File: config.mk
export PLATFORM = sky130hd
export DESIGN_NAME = riscv_decode_top
export DESIGN_NICKNAME = d
export VERILOG_FILES = /design/src/rtl/decode_pkg.sv /design/src/rtl/riscv_decode_top.sv /design/src/rtl/decode_out_reg.sv /design/src/rtl/imm_gen.sv /design/src/rtl/ctrl_decode.sv /design/src/rtl/inst_capture.sv
export SDC_FILE = /design/constraint.sdc
export NUM_CORES = 1
export LEC_CHECK = 0
export BUFFER_PORTS_ARGS = -buffer_cell sky130_fd_sc_hd__buf_2
export CORE_UTILIZATION = 58
export CTS_CLUSTER_SIZE = 10
export DETAILED_ROUTE_END_ITERATION = 7
export PLACE_DENSITY = 0.94
export SETUP_SLACK_MARGIN = 0.5
export SLEW_MARGIN = 30
export SYNTH_ARGS = -nofsm -noshare
export SYNTH_HDL_FRONTEND = slang
export SYNTH_SLANG_ARGS = --single-unit
File: constraint.sdc
create_clock -name clk -period 4 [get_ports clk]
set_clock_uncertainty 0.2 [all_clocks]
set_input_delay 1 -clock clk [delete_from_list [all_inputs] [get_ports clk]]
set_output_delay 1 -clock clk [all_outputs]
set_load 0.05 [all_outputs]
File: src/rtl/decode_pkg.sv
// ##########################################################################
// shared decode types: instruction width, opcode and operation enums,
// immediate format enum and the decoded control bundle
// ##########################################################################
`default_nettype none

package decode_pkg;

    localparam int INST_W = 32;           // rv32 instruction word

    // major opcodes handled by the decoder, inst[6:0]
    typedef enum logic [6:0] {
        OPC_LUI    = 7'b0110111,
        OPC_AUIPC  = 7'b0010111,
        OPC_JAL    = 7'b1101111,
        OPC_JALR   = 7'b1100111,
        OPC_OP_IMM = 7'b0010011,
        OPC_LOAD   = 7'b0000011,
        OPC_STORE  = 7'b0100011,
        OPC_BRANCH = 7'b1100011,
        OPC_OP     = 7'b0110011
    } opcode_e;

    // execute unit operation, add must stay zero for the empty bundle
    typedef enum logic [3:0] {
        EXU_ADD  = 4'd0,
        EXU_SUB  = 4'd1,
        EXU_AND  = 4'd2,
        EXU_OR   = 4'd3,
        EXU_XOR  = 4'd4,
        EXU_SLL  = 4'd5,
        EXU_SRL  = 4'd6,
        EXU_SRA  = 4'd7,
        EXU_SLT  = 4'd8,
        EXU_SLTU = 4'd9,
        EXU_BEQ  = 4'd10,
        EXU_BNE  = 4'd11,
        EXU_BLT  = 4'd12,
        EXU_BGE  = 4'd13,
        EXU_BLTU = 4'd14,
        EXU_BGEU = 4'd15
    } exu_op_e;

    // operand pair fed to the execute unit
    typedef enum logic [1:0] {
        SEL_RS1_RS2 = 2'd0,
        SEL_RS1_IMM = 2'd1,
        SEL_PC_IMM  = 2'd2,
        SEL_PC_4    = 2'd3
    } exu_sel_e;

    // load/store unit operation
    typedef enum logic [3:0] {
        LSU_NONE = 4'd0,
        LSU_LB   = 4'd1,
        LSU_LH   = 4'd2,
        LSU_LW   = 4'd3,
        LSU_LBU  = 4'd4,
        LSU_LHU  = 4'd5,
        LSU_SB   = 4'd6,
        LSU_SH   = 4'd7,
        LSU_SW   = 4'd8
    } lsu_op_e;

    // immediate layout selected by the decoder
    typedef enum logic [2:0] {
        IMM_NONE  = 3'd0,
        IMM_I     = 3'd1,
        IMM_S     = 3'd2,
        IMM_B     = 3'd3,
        IMM_U     = 3'd4,
        IMM_J     = 3'd5,
        IMM_SHAMT = 3'd6
    } imm_fmt_e;

    // decoded control bundle, first field is the msb
    typedef struct packed {
        logic     rd_wr_en;                // write back to rd
        logic [4:0] rd_addr;
        logic [4:0] rs1_addr;
        logic [4:0] rs2_addr;
        exu_op_e  exu_op;
        exu_sel_e exu_sel;
        lsu_op_e  lsu_op;
        logic     jal_en;
        logic     jalr_en;
        logic     branch_en;
    } dec_ctrl_t;

    // bundle for anything that is not recognized
    localparam dec_ctrl_t DEC_CTRL_NOP = '0;

endpackage

`default_nettype wire
File: src/rtl/riscv_decode_top.sv
// ##########################################################################
// registered rv32i decode stage: capture, decode, immediate, output reg
// ##########################################################################
`default_nettype none

module riscv_decode_top
    import decode_pkg::*;
#(
    parameter int XLEN = 32
) (
    input  logic              clk,
    input  logic              rst_n,
    input  logic              inst_valid,
    input  logic [INST_W-1:0] inst,
    output logic              dec_valid,
    output dec_ctrl_t         dec_out,
    output logic [XLEN-1:0]   dec_imm
);

    logic              cap_valid;
    logic [INST_W-1:0] cap_inst;
    dec_ctrl_t         dec_ctrl;
    imm_fmt_e          imm_fmt;
    logic [XLEN-1:0]   imm;

    inst_capture u_inst_capture (
        .clk        (clk),
        .rst_n      (rst_n),
        .inst_valid (inst_valid),
        .inst       (inst),
        .cap_valid  (cap_valid),
        .cap_inst   (cap_inst)
    );

    ctrl_decode u_ctrl_decode (
        .cap_inst (cap_inst),
        .dec_ctrl (dec_ctrl),
        .imm_fmt  (imm_fmt)
    );

    imm_gen #(.XLEN(XLEN)) u_imm_gen (
        .cap_inst (cap_inst),
        .imm_fmt  (imm_fmt),
        .imm      (imm)
    );

    decode_out_reg #(.XLEN(XLEN)) u_decode_out_reg (
        .clk       (clk),
        .rst_n     (rst_n),
        .cap_valid (cap_valid),
        .dec_ctrl  (dec_ctrl),
        .imm       (imm),
        .dec_valid (dec_valid),
        .dec_out   (dec_out),
        .dec_imm   (dec_imm)
    );

endmodule

`default_nettype wire

File: src/rtl/decode_out_reg.sv
// ##########################################################################
// output register for the decoded bundle, immediate and dec_valid
// ##########################################################################
`default_nettype none

module decode_out_reg
    import decode_pkg::*;
#(
    parameter int XLEN = 32
) (
    input  logic            clk,
    input  logic            rst_n,
    input  logic            cap_valid,
    input  dec_ctrl_t       dec_ctrl,
    input  logic [XLEN-1:0] imm,
    output logic            dec_valid,
    output dec_ctrl_t       dec_out,
    output logic [XLEN-1:0] dec_imm
);

    always_ff @(posedge clk or negedge rst_n) begin
        if (!rst_n) begin
            dec_valid <= 1'b0;
            dec_out   <= DEC_CTRL_NOP;
            dec_imm   <= '0;
        end else begin
            dec_valid <= cap_valid;
            if (cap_valid) begin
                dec_out <= dec_ctrl;    // held until the next instruction
                dec_imm <= imm;
            end
        end
    end

    // the decoder must never flag two kinds of control transfer at once
    one_xfer_a : assert property (
        @(posedge clk) disable iff (!rst_n)
        dec_valid |-> $onehot0({dec_out.jal_en, dec_out.jalr_en, dec_out.branch_en})
    ) else $error("more than one of jal_en, jalr_en, branch_en is set");

endmodule

`default_nettype wire

File: src/rtl/imm_gen.sv
// ##########################################################################
// immediate builder, gathers the fields per format and extends to XLEN
// ##########################################################################
`default_nettype none

module imm_gen
    import decode_pkg::*;
#(
    parameter int XLEN = 32
) (
    input  logic [INST_W-1:0] cap_inst,
    input  imm_fmt_e          imm_fmt,
    output logic [XLEN-1:0]   imm
);

    logic signed [11:0] imm_i;
    logic signed [11:0] imm_s;
    logic signed [12:0] imm_b;
    logic signed [31:0] imm_u;
    logic signed [20:0] imm_j;
    logic        [4:0]  imm_sh;

    assign imm_i  = cap_inst[31:20];
    assign imm_s  = {cap_inst[31:25], cap_inst[11:7]};
    assign imm_b  = {cap_inst[31], cap_inst[7], cap_inst[30:25], cap_inst[11:8], 1'b0};
    assign imm_u  = {cap_inst[31:12], 12'b0};
    assign imm_j  = {cap_inst[31], cap_inst[19:12], cap_inst[20], cap_inst[30:21], 1'b0};
    assign imm_sh = cap_inst[24:20];

    // signed fields sign-extend on the size cast, shamt zero-extends
    always_comb begin
        case (imm_fmt)
            IMM_I:     imm = XLEN'(imm_i);
            IMM_S:     imm = XLEN'(imm_s);
            IMM_B:     imm = XLEN'(imm_b);
            IMM_U:     imm = XLEN'(imm_u);      // only widens when XLEN > 32
            IMM_J:     imm = XLEN'(imm_j);
            IMM_SHAMT: imm = XLEN'(imm_sh);
            default:   imm = '0;                // IMM_NONE
        endcase
    end

endmodule

`default_nettype wire

File: src/rtl/ctrl_decode.sv
// ##########################################################################
// opcode, func3 and func7 decode into the control bundle and imm format
// ##########################################################################
`default_nettype none

module ctrl_decode
    import decode_pkg::*;
(
    input  logic [INST_W-1:0] cap_inst,
    output dec_ctrl_t         dec_ctrl,
    output imm_fmt_e          imm_fmt
);

    localparam logic [6:0] F7_BASE = 7'h00;
    localparam logic [6:0] F7_ALT  = 7'h20;   // sub and sra

    opcode_e    opcode;
    logic [2:0] func3;
    logic [6:0] func7;
    logic [4:0] rd;
    logic [4:0] rs1;
    logic [4:0] rs2;

    logic       f7_base;
    logic       f7_alt;
    logic       reg_form;        // OP group, func7 is part of the encoding
    logic       plain_ok;        // func7 check for ops without an alt form
    exu_op_e    alu_op;
    logic       alu_ok;
    lsu_op_e    ld_op;
    lsu_op_e    st_op;
    exu_op_e    br_op;
    logic       br_ok;

    assign opcode   = opcode_e'(cap_inst[6:0]);
    assign func3    = cap_inst[14:12];
    assign func7    = cap_inst[31:25];
    assign rd       = cap_inst[11:7];
    assign rs1      = cap_inst[19:15];
    assign rs2      = cap_inst[24:20];

    assign f7_base  = (func7 == F7_BASE);
    assign f7_alt   = (func7 == F7_ALT);
    assign reg_form = (opcode == OPC_OP);
    assign plain_ok = !reg_form || f7_base;

    // alu operation shared by OP and OP-IMM
    always_comb begin
        alu_op = EXU_ADD;
        alu_ok = plain_ok;
        case (func3)
            3'b000: begin
                if (reg_form && f7_alt) begin
                    alu_op = EXU_SUB;
                    alu_ok = 1'b1;
                end
            end
            3'b001: begin
                alu_op = EXU_SLL;
                alu_ok = f7_base;       // slli carries func7 as well
            end
            3'b010: alu_op = EXU_SLT;
            3'b011: alu_op = EXU_SLTU;
            3'b100: alu_op = EXU_XOR;
            3'b101: begin
                alu_op = f7_alt ? EXU_SRA : EXU_SRL;
                alu_ok = f7_base || f7_alt;
            end
            3'b110: alu_op = EXU_OR;
            default: alu_op = EXU_AND;
        endcase
    end

    // func3 meaning for loads, stores and branches
    always_comb begin
        ld_op = LSU_NONE;
        st_op = LSU_NONE;
        br_op = EXU_BEQ;
        br_ok = 1'b1;
        case (func3)
            3'b000: begin
                ld_op = LSU_LB;
                st_op = LSU_SB;
            end
            3'b001: begin
                ld_op = LSU_LH;
                st_op = LSU_SH;
                br_op = EXU_BNE;
            end
            3'b010: begin
                ld_op = LSU_LW;
                st_op = LSU_SW;
                br_ok = 1'b0;
            end
            3'b011: br_ok = 1'b0;
            3'b100: begin
                ld_op = LSU_LBU;
                br_op = EXU_BLT;
            end
            3'b101: begin
                ld_op = LSU_LHU;
                br_op = EXU_BGE;
            end
            3'b110: br_op = EXU_BLTU;
            default: br_op = EXU_BGEU;
        endcase
    end

    always_comb begin
        dec_ctrl = DEC_CTRL_NOP;
        imm_fmt  = IMM_NONE;
        case (opcode)
            OPC_LUI, OPC_AUIPC: begin
                dec_ctrl.rd_wr_en = 1'b1;
                dec_ctrl.rd_addr  = rd;      // lui adds to x0
                dec_ctrl.exu_sel  = (opcode == OPC_LUI) ? SEL_RS1_IMM : SEL_PC_IMM;
                imm_fmt           = IMM_U;
            end
            OPC_JAL: begin
                dec_ctrl.rd_wr_en = 1'b1;
                dec_ctrl.rd_addr  = rd;
                dec_ctrl.exu_sel  = SEL_PC_4;    // link address
                dec_ctrl.jal_en   = 1'b1;
                imm_fmt           = IMM_J;
            end
            OPC_JALR: begin
                if (func3 == 3'b000) begin
                    dec_ctrl.rd_wr_en = 1'b1;
                    dec_ctrl.rd_addr  = rd;
                    dec_ctrl.rs1_addr = rs1;
                    dec_ctrl.exu_sel  = SEL_PC_4;
                    dec_ctrl.jalr_en  = 1'b1;
                    imm_fmt           = IMM_I;
                end
            end
            OPC_OP_IMM: begin
                if (alu_ok) begin
                    dec_ctrl.rd_wr_en = 1'b1;
                    dec_ctrl.rd_addr  = rd;
                    dec_ctrl.rs1_addr = rs1;
                    dec_ctrl.exu_op   = alu_op;
                    dec_ctrl.exu_sel  = SEL_RS1_IMM;
                    imm_fmt = (func3[1:0] == 2'b01) ? IMM_SHAMT : IMM_I;  // slli/srli/srai
                end
            end
            OPC_OP: begin
                if (alu_ok) begin
                    dec_ctrl.rd_wr_en = 1'b1;
                    dec_ctrl.rd_addr  = rd;
                    dec_ctrl.rs1_addr = rs1;
                    dec_ctrl.rs2_addr = rs2;
                    dec_ctrl.exu_op   = alu_op;
                end
            end
            OPC_LOAD: begin
                if (ld_op != LSU_NONE) begin
                    dec_ctrl.rd_wr_en = 1'b1;
                    dec_ctrl.rd_addr  = rd;
                    dec_ctrl.rs1_addr = rs1;
                    dec_ctrl.exu_sel  = SEL_RS1_IMM;   // address = rs1 + imm
                    dec_ctrl.lsu_op   = ld_op;
                    imm_fmt           = IMM_I;
                end
            end
            OPC_STORE: begin
                if (st_op != LSU_NONE) begin
                    dec_ctrl.rs1_addr = rs1;
                    dec_ctrl.rs2_addr = rs2;           // store data
                    dec_ctrl.exu_sel  = SEL_RS1_IMM;
                    dec_ctrl.lsu_op   = st_op;
                    imm_fmt           = IMM_S;
                end
            end
            OPC_BRANCH: begin
                if (br_ok) begin
                    dec_ctrl.rs1_addr  = rs1;
                    dec_ctrl.rs2_addr  = rs2;
                    dec_ctrl.exu_op    = br_op;
                    dec_ctrl.branch_en = 1'b1;
                    imm_fmt            = IMM_B;
                end
            end
            default: ;                                 // unknown, empty bundle
        endcase
    end

endmodule

`default_nettype wire

File: src/rtl/inst_capture.sv
// ##########################################################################
// input register for the instruction word and its strobe
// ##########################################################################
`default_nettype none

module inst_capture
    import decode_pkg::*;
(
    input  logic              clk,
    input  logic              rst_n,
    input  logic              inst_valid,
    input  logic [INST_W-1:0] inst,
    output logic              cap_valid,
    output logic [INST_W-1:0] cap_inst
);

    always_ff @(posedge clk or negedge rst_n) begin
        if (!rst_n) begin
            cap_valid <= 1'b0;
        end else begin
            cap_valid <= inst_valid;    // one cycle strobe, no hold
        end
    end

    always_ff @(posedge clk) begin
        if (inst_valid) begin
            cap_inst <= inst;           // word stays put between strobes
        end
    end

    // a strobed word must be fully defined before it enters the decoder
    inst_known_a : assert property (
        @(posedge clk) disable iff (!rst_n)
        inst_valid |-> !$isunknown(inst)
    ) else $error("inst has unknown bits while inst_valid is high");

endmodule

`default_nettype wire

* Word level (Yosys, flattened, before mapping)
Index checks and enable logic that the tools add are counted.
** Cells by class
- Equality and inequality tests :: 23
- Muxes and demuxes :: 38
- Reductions and logical operators :: 12
** Operators with widths (number)
- one-hot mux 32 bit (6 select lines) :: 1
- two-way mux 11 bit :: 3
- one-hot mux 3 bit (5 select lines) :: 2
- one-hot mux 5 bit (6 select lines) :: 1
- one-hot mux 6 bit (5 select lines) :: 1
- == test 7 x 6 -> 1 bit (second input constant) :: 4
- one-hot mux 4 bit (7 select lines) :: 1
- one-hot mux 4 bit (3 select lines) :: 2
- == test 7 bit (second input constant) :: 3
- one-hot mux 3 bit (7 select lines) :: 1
- two-way mux 20 bit :: 1
- == test 3 bit (second input constant) :: 6
- one-hot mux 5 bit (3 select lines) :: 1
- == test 7 x 5 -> 1 bit (second input constant) :: 2
- two-way mux 14 bit :: 1
- == test 3 x 2 -> 1 bit (second input constant) :: 4
- one-hot mux 2 bit (6 select lines) :: 1
- two-way mux 1 bit :: 10
- two-way mux 10 bit :: 1
- two-way mux 5 bit :: 2
- two-way mux 2 bit :: 4
- one-hot mux 4 bit (2 select lines) :: 1
- nonzero test 4 bit :: 2
- == test 7 x 2 -> 1 bit (second input constant) :: 1
- 12 further kinds :: 17
** Storage, ports and cells
- Flip-flop bits (word level) :: 95
- Input bits :: 35
- Output and inout bits :: 62
- Word-level logic and storage cells :: 87

* Longest topological paths before layout
- Depth in word-level cells :: 9
- Gate-level depth with buffers :: 8
- Gate-level depth less buffers :: 6

* Modules after synthesis
A second synthesis with hierarchy kept.
** Unflattened totals
- Cells, all modules :: 339
- Area total of the unflattened synthesis :: 4737.0 µm²
** By module, submodules not included
- decode_out_reg :: times used 1, cells an instance 130, area each 2595.0 µm², seq. area each 1551.5 µm²
- inst_capture :: times used 1, cells an instance 33, area each 985.9 µm², seq. area each 985.9 µm²
- ctrl_decode :: times used 1, cells an instance 109, area each 737.0 µm², seq. area each 0.0 µm²
- imm_gen :: times used 1, cells an instance 67, area each 419.2 µm², seq. area each 0.0 µm²

* Worst setup path before layout
No wires, ideal clock.
- Path type :: register to register
- From :: reg u_inst_capture.cap_inst[14]
- To :: reg u_decode_out_reg.dec_imm[1]
- Setup time :: 147 ps
- Arrival :: 2149 ps
- Required time :: 3653 ps
- Setup slack :: 1503 ps
- Cell stages (with the launch flop) :: 9
- Buffers on the path :: 2
- Clock period less this slack :: 2497 ps
- Cells stage by stage :: edfxtp_1 -> buf_2 -> inv_1 -> ha_1 -> or4_1 -> and4_4 -> buf_6 -> o41ai_4 -> a22oi_1
** Between the ends
- Cells in the longest elaborated chain, start to end :: 7
- Elaborated cells between the ends (all ways) :: 25
- Classes of those cells :: eq/ne: 11; mux: 10; reduce/logical: 4
** RTL lines
- from (decl) :: line inst_capture.sv:14 : output logic [INST_W-1:0] cap_inst
- from (signal assigned) :: line inst_capture.sv:27 : cap_inst <= inst;
- == test 3 bit, or another cell as far along :: line ctrl_decode.sv:51, ctrl_decode.sv:80
- one-hot mux 3 bit (5 select lines) or one-hot mux 4 bit (3 select lines) (tied branches) :: line ctrl_decode.sv:80 : case (func3)
- nonzero test 4 bit, on equally long branches :: line ctrl_decode.sv:156, ctrl_decode.sv:166
- two-way mux 1 bit or two-way mux 2 bit (tied branches) :: line ctrl_decode.sv:156, ctrl_decode.sv:166
- one-hot mux 3 bit (7 select lines) * :: line ctrl_decode.sv:112 : case (opcode)
- == test 3 bit, or another cell as far along :: line imm_gen.sv:32 : case (imm_fmt)
- one-hot mux 32 bit (6 select lines) * :: line imm_gen.sv:32
- to (signal assigned) :: line decode_out_reg.sv:30 : dec_imm <= imm;
- to (decl) :: line decode_out_reg.sv:18 : output logic [XLEN-1:0] dec_imm
Every way passes the cells marked *; elsewhere a longest branch is shown, timed or not.
A chain may end at the register's enable or synchronous reset.

* Worst setup path after layout
- From :: reg u_inst_capture.cap_inst[14]
- To :: reg u_decode_out_reg.dec_imm[3]
The elaborated chain is that of the path after synthesis.

==> summary.txt <==
Global routing
  • Initial antenna violation count: 0
  • First-pass GRT wire length: 15400 microns
  • Largest net degree at the start of global routing: 53
  • Most Crowded Layer GR: met2
  • Vias in the first global route: 2992
  • Grt total ovfl: 0
  • Met1 Use GR: 39.5%
  • Met3 Resource Use GR: 7.33%
  • Met2 Use GR: 42.2%
  • Total Routing Usage GR: 27.7%

Worst setup path
  • Critical Path End Type: register
  • Setup crit start kind: register
  • Cell Chain, Critical Path: inv_1 -> ha_1 -> or4_1 -> and4_4 -> o41ai_4 -> a22oi_1
  • Cells on worst reg2reg path: 6
  • Reg2reg start: u_inst_capture.cap_inst[14]
  • Reg2reg end: u_decode_out_reg.dec_imm[3]
  • Arrival @ worst endpoint: 2.89 ns
  • Crit path required time: 4.01 ns
  • Crit Path Class: register to register
  • Reg2reg setup slack: 1.12 ns
  • Crit-path max cell delay: 0.60 ns
  • CP max stage cell: edfxtp_1
  • Highest fanout seen on the critical path: 13

Drt
  • DRC: 0
  • Wirelength per Cell: 18.6 microns
  • Vias per cell: 6.17
  • Post-DRT Antenna Nets: 0
  • First drt pass iteration count: 5
  • Aggregate routed wire length: 9710 microns
  • Vias after detailed routing: 3219
  • 1st-iter DRT viols: 332

Place
  • # port buffers: 96
  • HPWL Detailed: 6700 microns
  • GPL Wtd Cong: 0.962
  • Dpl cells: 506
  • Post-Place Cell Area: 4630 sq um

Pwr
  • Gate power share: 10.5%
  • Net Sw Power: 0.547 mW
  • Total power: 2.05 mW
  • Max IR drop VDD: 0.000256 V
  • Clock share of power: 36.0%
  • Pwr/cell area: 421 nW/um^2
  • Leak: 2.27 nW
  • Cell internal pwr: 1.50 mW
  • Sw Ratio: 26.7%
  • Share of power burned in registers: 53.5%

Final layout
  • # fillers: 495
  • Area of the multi-input gates: 1440 sq um
  • Antenna Cells: 0
  • Commonest non-fill, non-tap cell in the layout: buf_2
  • Area growth syn-to-layout: 17.6%
  • Post-route cell area: 4870 sq um
  • Non-filler cells, final: 522
  • Share of cells above drive strength 1: 30.3%
  • FF/Latch Area: 2540 sq um
  • NumNets Final: 461
  • Most frequent cells in the layout: 96 x buf_2, 62 x dfrtp_1, 43 x nand2_1, 32 x edfxtp_1, 19 x o2bb2ai_1

Synth
  • Synth Flop Type: dfrtp_1
  • Synthesized flop and latch total: 95
  • Async S/R FF share, synth: 66.3%
  • Number of synthesized flops with an enable pin: 32
  • Synth Instances: 336
  • Seq/Total Area, Yosys: 61.3%
  • Synthesized area: 4140 sq um
  • Synthesis warning total: 0
  • Post-synth cell types: 56
  • Syn_area_per_cell: 12.3 sq um
  • Mapped Nets: 376

Floorplanning
  • Die W: 86.5 microns
  • Initial core utilization: 60.6%
  • I/O pins: 97
  • Die Ht: 86.5 microns
  • Core Rows: 30
  • Core Footprint: 6830 sq um
  • Die area: 7480 sq um

Job
  • Max cap viols: 0

Timing
  • Unrepaired setup endpoints after global routing: no
  • Maximum clock frequency: 0.347 GHz
  • Worst-Margin Slew: 0.869 ns
  • Final setup fails: 0
  • Post-layout min period: 2.88 ns
  • Min Hold Slack: 0.285 ns
  • Fin Setup TNS: 0 ns
  • Fin. Hold Viols: 0
  • Fin crit share: 72.0%
  • Fin. max-slew vios: 0
  • Max transition margin: 42.0%

Hold path
  • Worst Hold End: u_decode_out_reg.dec_out[25]
  • HP Class: register to register
  • Worst hold start: u_decode_out_reg.dec_out[25]
  • Worst Hold Depth: 1

Clock network
  • Total CTS buffers: 9
  • CTS tree: done
  • Clock latency on the worst-skew pair: 0.37 ns
  • Clock Sinks: 95
  • Clock Pin Slew Worst Setup and Hold Paths: 0.10 ns
  • Setup repair bufs after CTS: 0
  • Root buf cell: clkbuf_8
  • Post-CTS Hold Fix Bufs: 0
  • H-tree depth: 3
  • Post-CTS Resized: 0
  • Clk buf depth: 2

Run status
  • Status: finished clean
-- per-stage QoR --
step                setup slack [ns]  util [%]
floorplan                       1.50         -
global placement                1.29      67.8
detailed placement              1.22      67.8
CTS                             1.16      71.3
global route                   0.948      71.3
finish                          1.12      71.3
-- state kept, by name, indices dropped and copies added, names as in the netlist --
| name | count |
|---|---|
| u_decode_out_reg.dec_out | 29 |
| u_decode_out_reg.dec_valid | 1 |
| u_inst_capture.cap_inst | 32 |
| u_inst_capture.cap_valid | 1 |
| u_decode_out_reg.dec_imm | 32 |
-- how the worst max path moves through the flow --
stage / start / end / slack, ns
floorplan: u_inst_capture.cap_inst[14] / u_decode_out_reg.dec_imm[1] / 1.50
global placement: u_inst_capture.cap_inst[13] / u_decode_out_reg.dec_imm[28] / 1.29
detailed placement: u_inst_capture.cap_inst[13] / u_decode_out_reg.dec_imm[28] / 1.22
CTS: u_inst_capture.cap_inst[14] / u_decode_out_reg.dec_imm[3] / 1.16
global route: u_inst_capture.cap_inst[14] / u_decode_out_reg.dec_imm[3] / 0.95
finish: u_inst_capture.cap_inst[14] / u_decode_out_reg.dec_imm[3] / 1.12
-- kinds of logic (layout without fill, tap and decap cells) --
logic type,count (synthesis),count (layout),share of synthesized area [%]
xor+xnor,1,1,0.212
flops,95,95,61.3
mux,3,3,0.786
compound gates,91,91,18.6
fa+ha+maj,5,5,1.51
buf+inv,34,124,3.90
simple gates,107,107,13.7
-- cells in the mapped netlist, types with 2 or more instances --
master / number / area [sq um]
dfrtp_1: 63 / 1580
nand2_1: 43 / 161
edfxtp_1: 32 / 961
o2bb2ai_1: 19 / 166
nor2_1: 18 / 67.6
clkbuf_1: 14 / 52.6
nand3_1: 14 / 70.1
a21oi_1: 11 / 55.1
o21ai_0: 10 / 50.1
inv_1: 9 / 33.8
a22o_1: 6 / 52.6
a22oi_1: 6 / 45.0
buf_2: 6 / 30.0
o221ai_1: 6 / 52.6
a2bb2oi_1: 5 / 43.8
ha_1: 5 / 62.6
nand4_1: 5 / 31.3
a21boi_0: 4 / 30.0
a221oi_1: 3 / 26.3
a32oi_1: 3 / 26.3
and2_1: 3 / 18.8
buf_6: 3 / 33.8
nor2b_1: 3 / 18.8
nor4_1: 3 / 18.8
o311ai_0: 3 / 26.3
a31oi_1: 2 / 12.5
and4_1: 2 / 17.5
and4b_1: 2 / 20.0
mux2_2: 2 / 22.5
nor3_2: 2 / 20.0
nor3b_1: 2 / 15.0
nor4_4: 2 / 42.5
o311ai_4: 2 / 52.6
-- per-layer routing --
metal | vias to the layer above | part of all wire, %
met2 | 184 | 47
met4 | 0 | 1.8
met5 | - | 0
li1 | 1435 | -
met3 | 21 | 8.3
met1 | 1579 | 43
-- layout make-up --
type	instances	share of cell area, %
flip-flops and latches	95	52.1
clock inverters	6	1.80
multi-input cells	207	29.6
well taps	96	2.47
repair buffers	98	10.2
clock buffers	10	3.06
inverters	10	0.771
-- power groups by stage --
stage / sequential [mW] / clock [mW] / combinational, mW
2_1_floorplan: 1.16 / 0 / 0.0910
3_3_place_gp: 1.11 / 0 / 0.210
3_5_place_dp: 1.12 / 0 / 0.214
4_1_cts: 1.10 / 0.740 / 0.215
5_1_grt: 1.10 / 0.774 / 0.232
6_report: 1.10 / 0.739 / 0.215
-- critical path, delay by kind of cell, from the launching register on --
family          cells  cell delay, ns
simple gates        2            0.80
compound gates      2            0.61
flops               1            0.60
fa+ha+maj           1            0.25
buf+inv             1            0.26
Note: power is estimated with default switching activity, not from simulation.
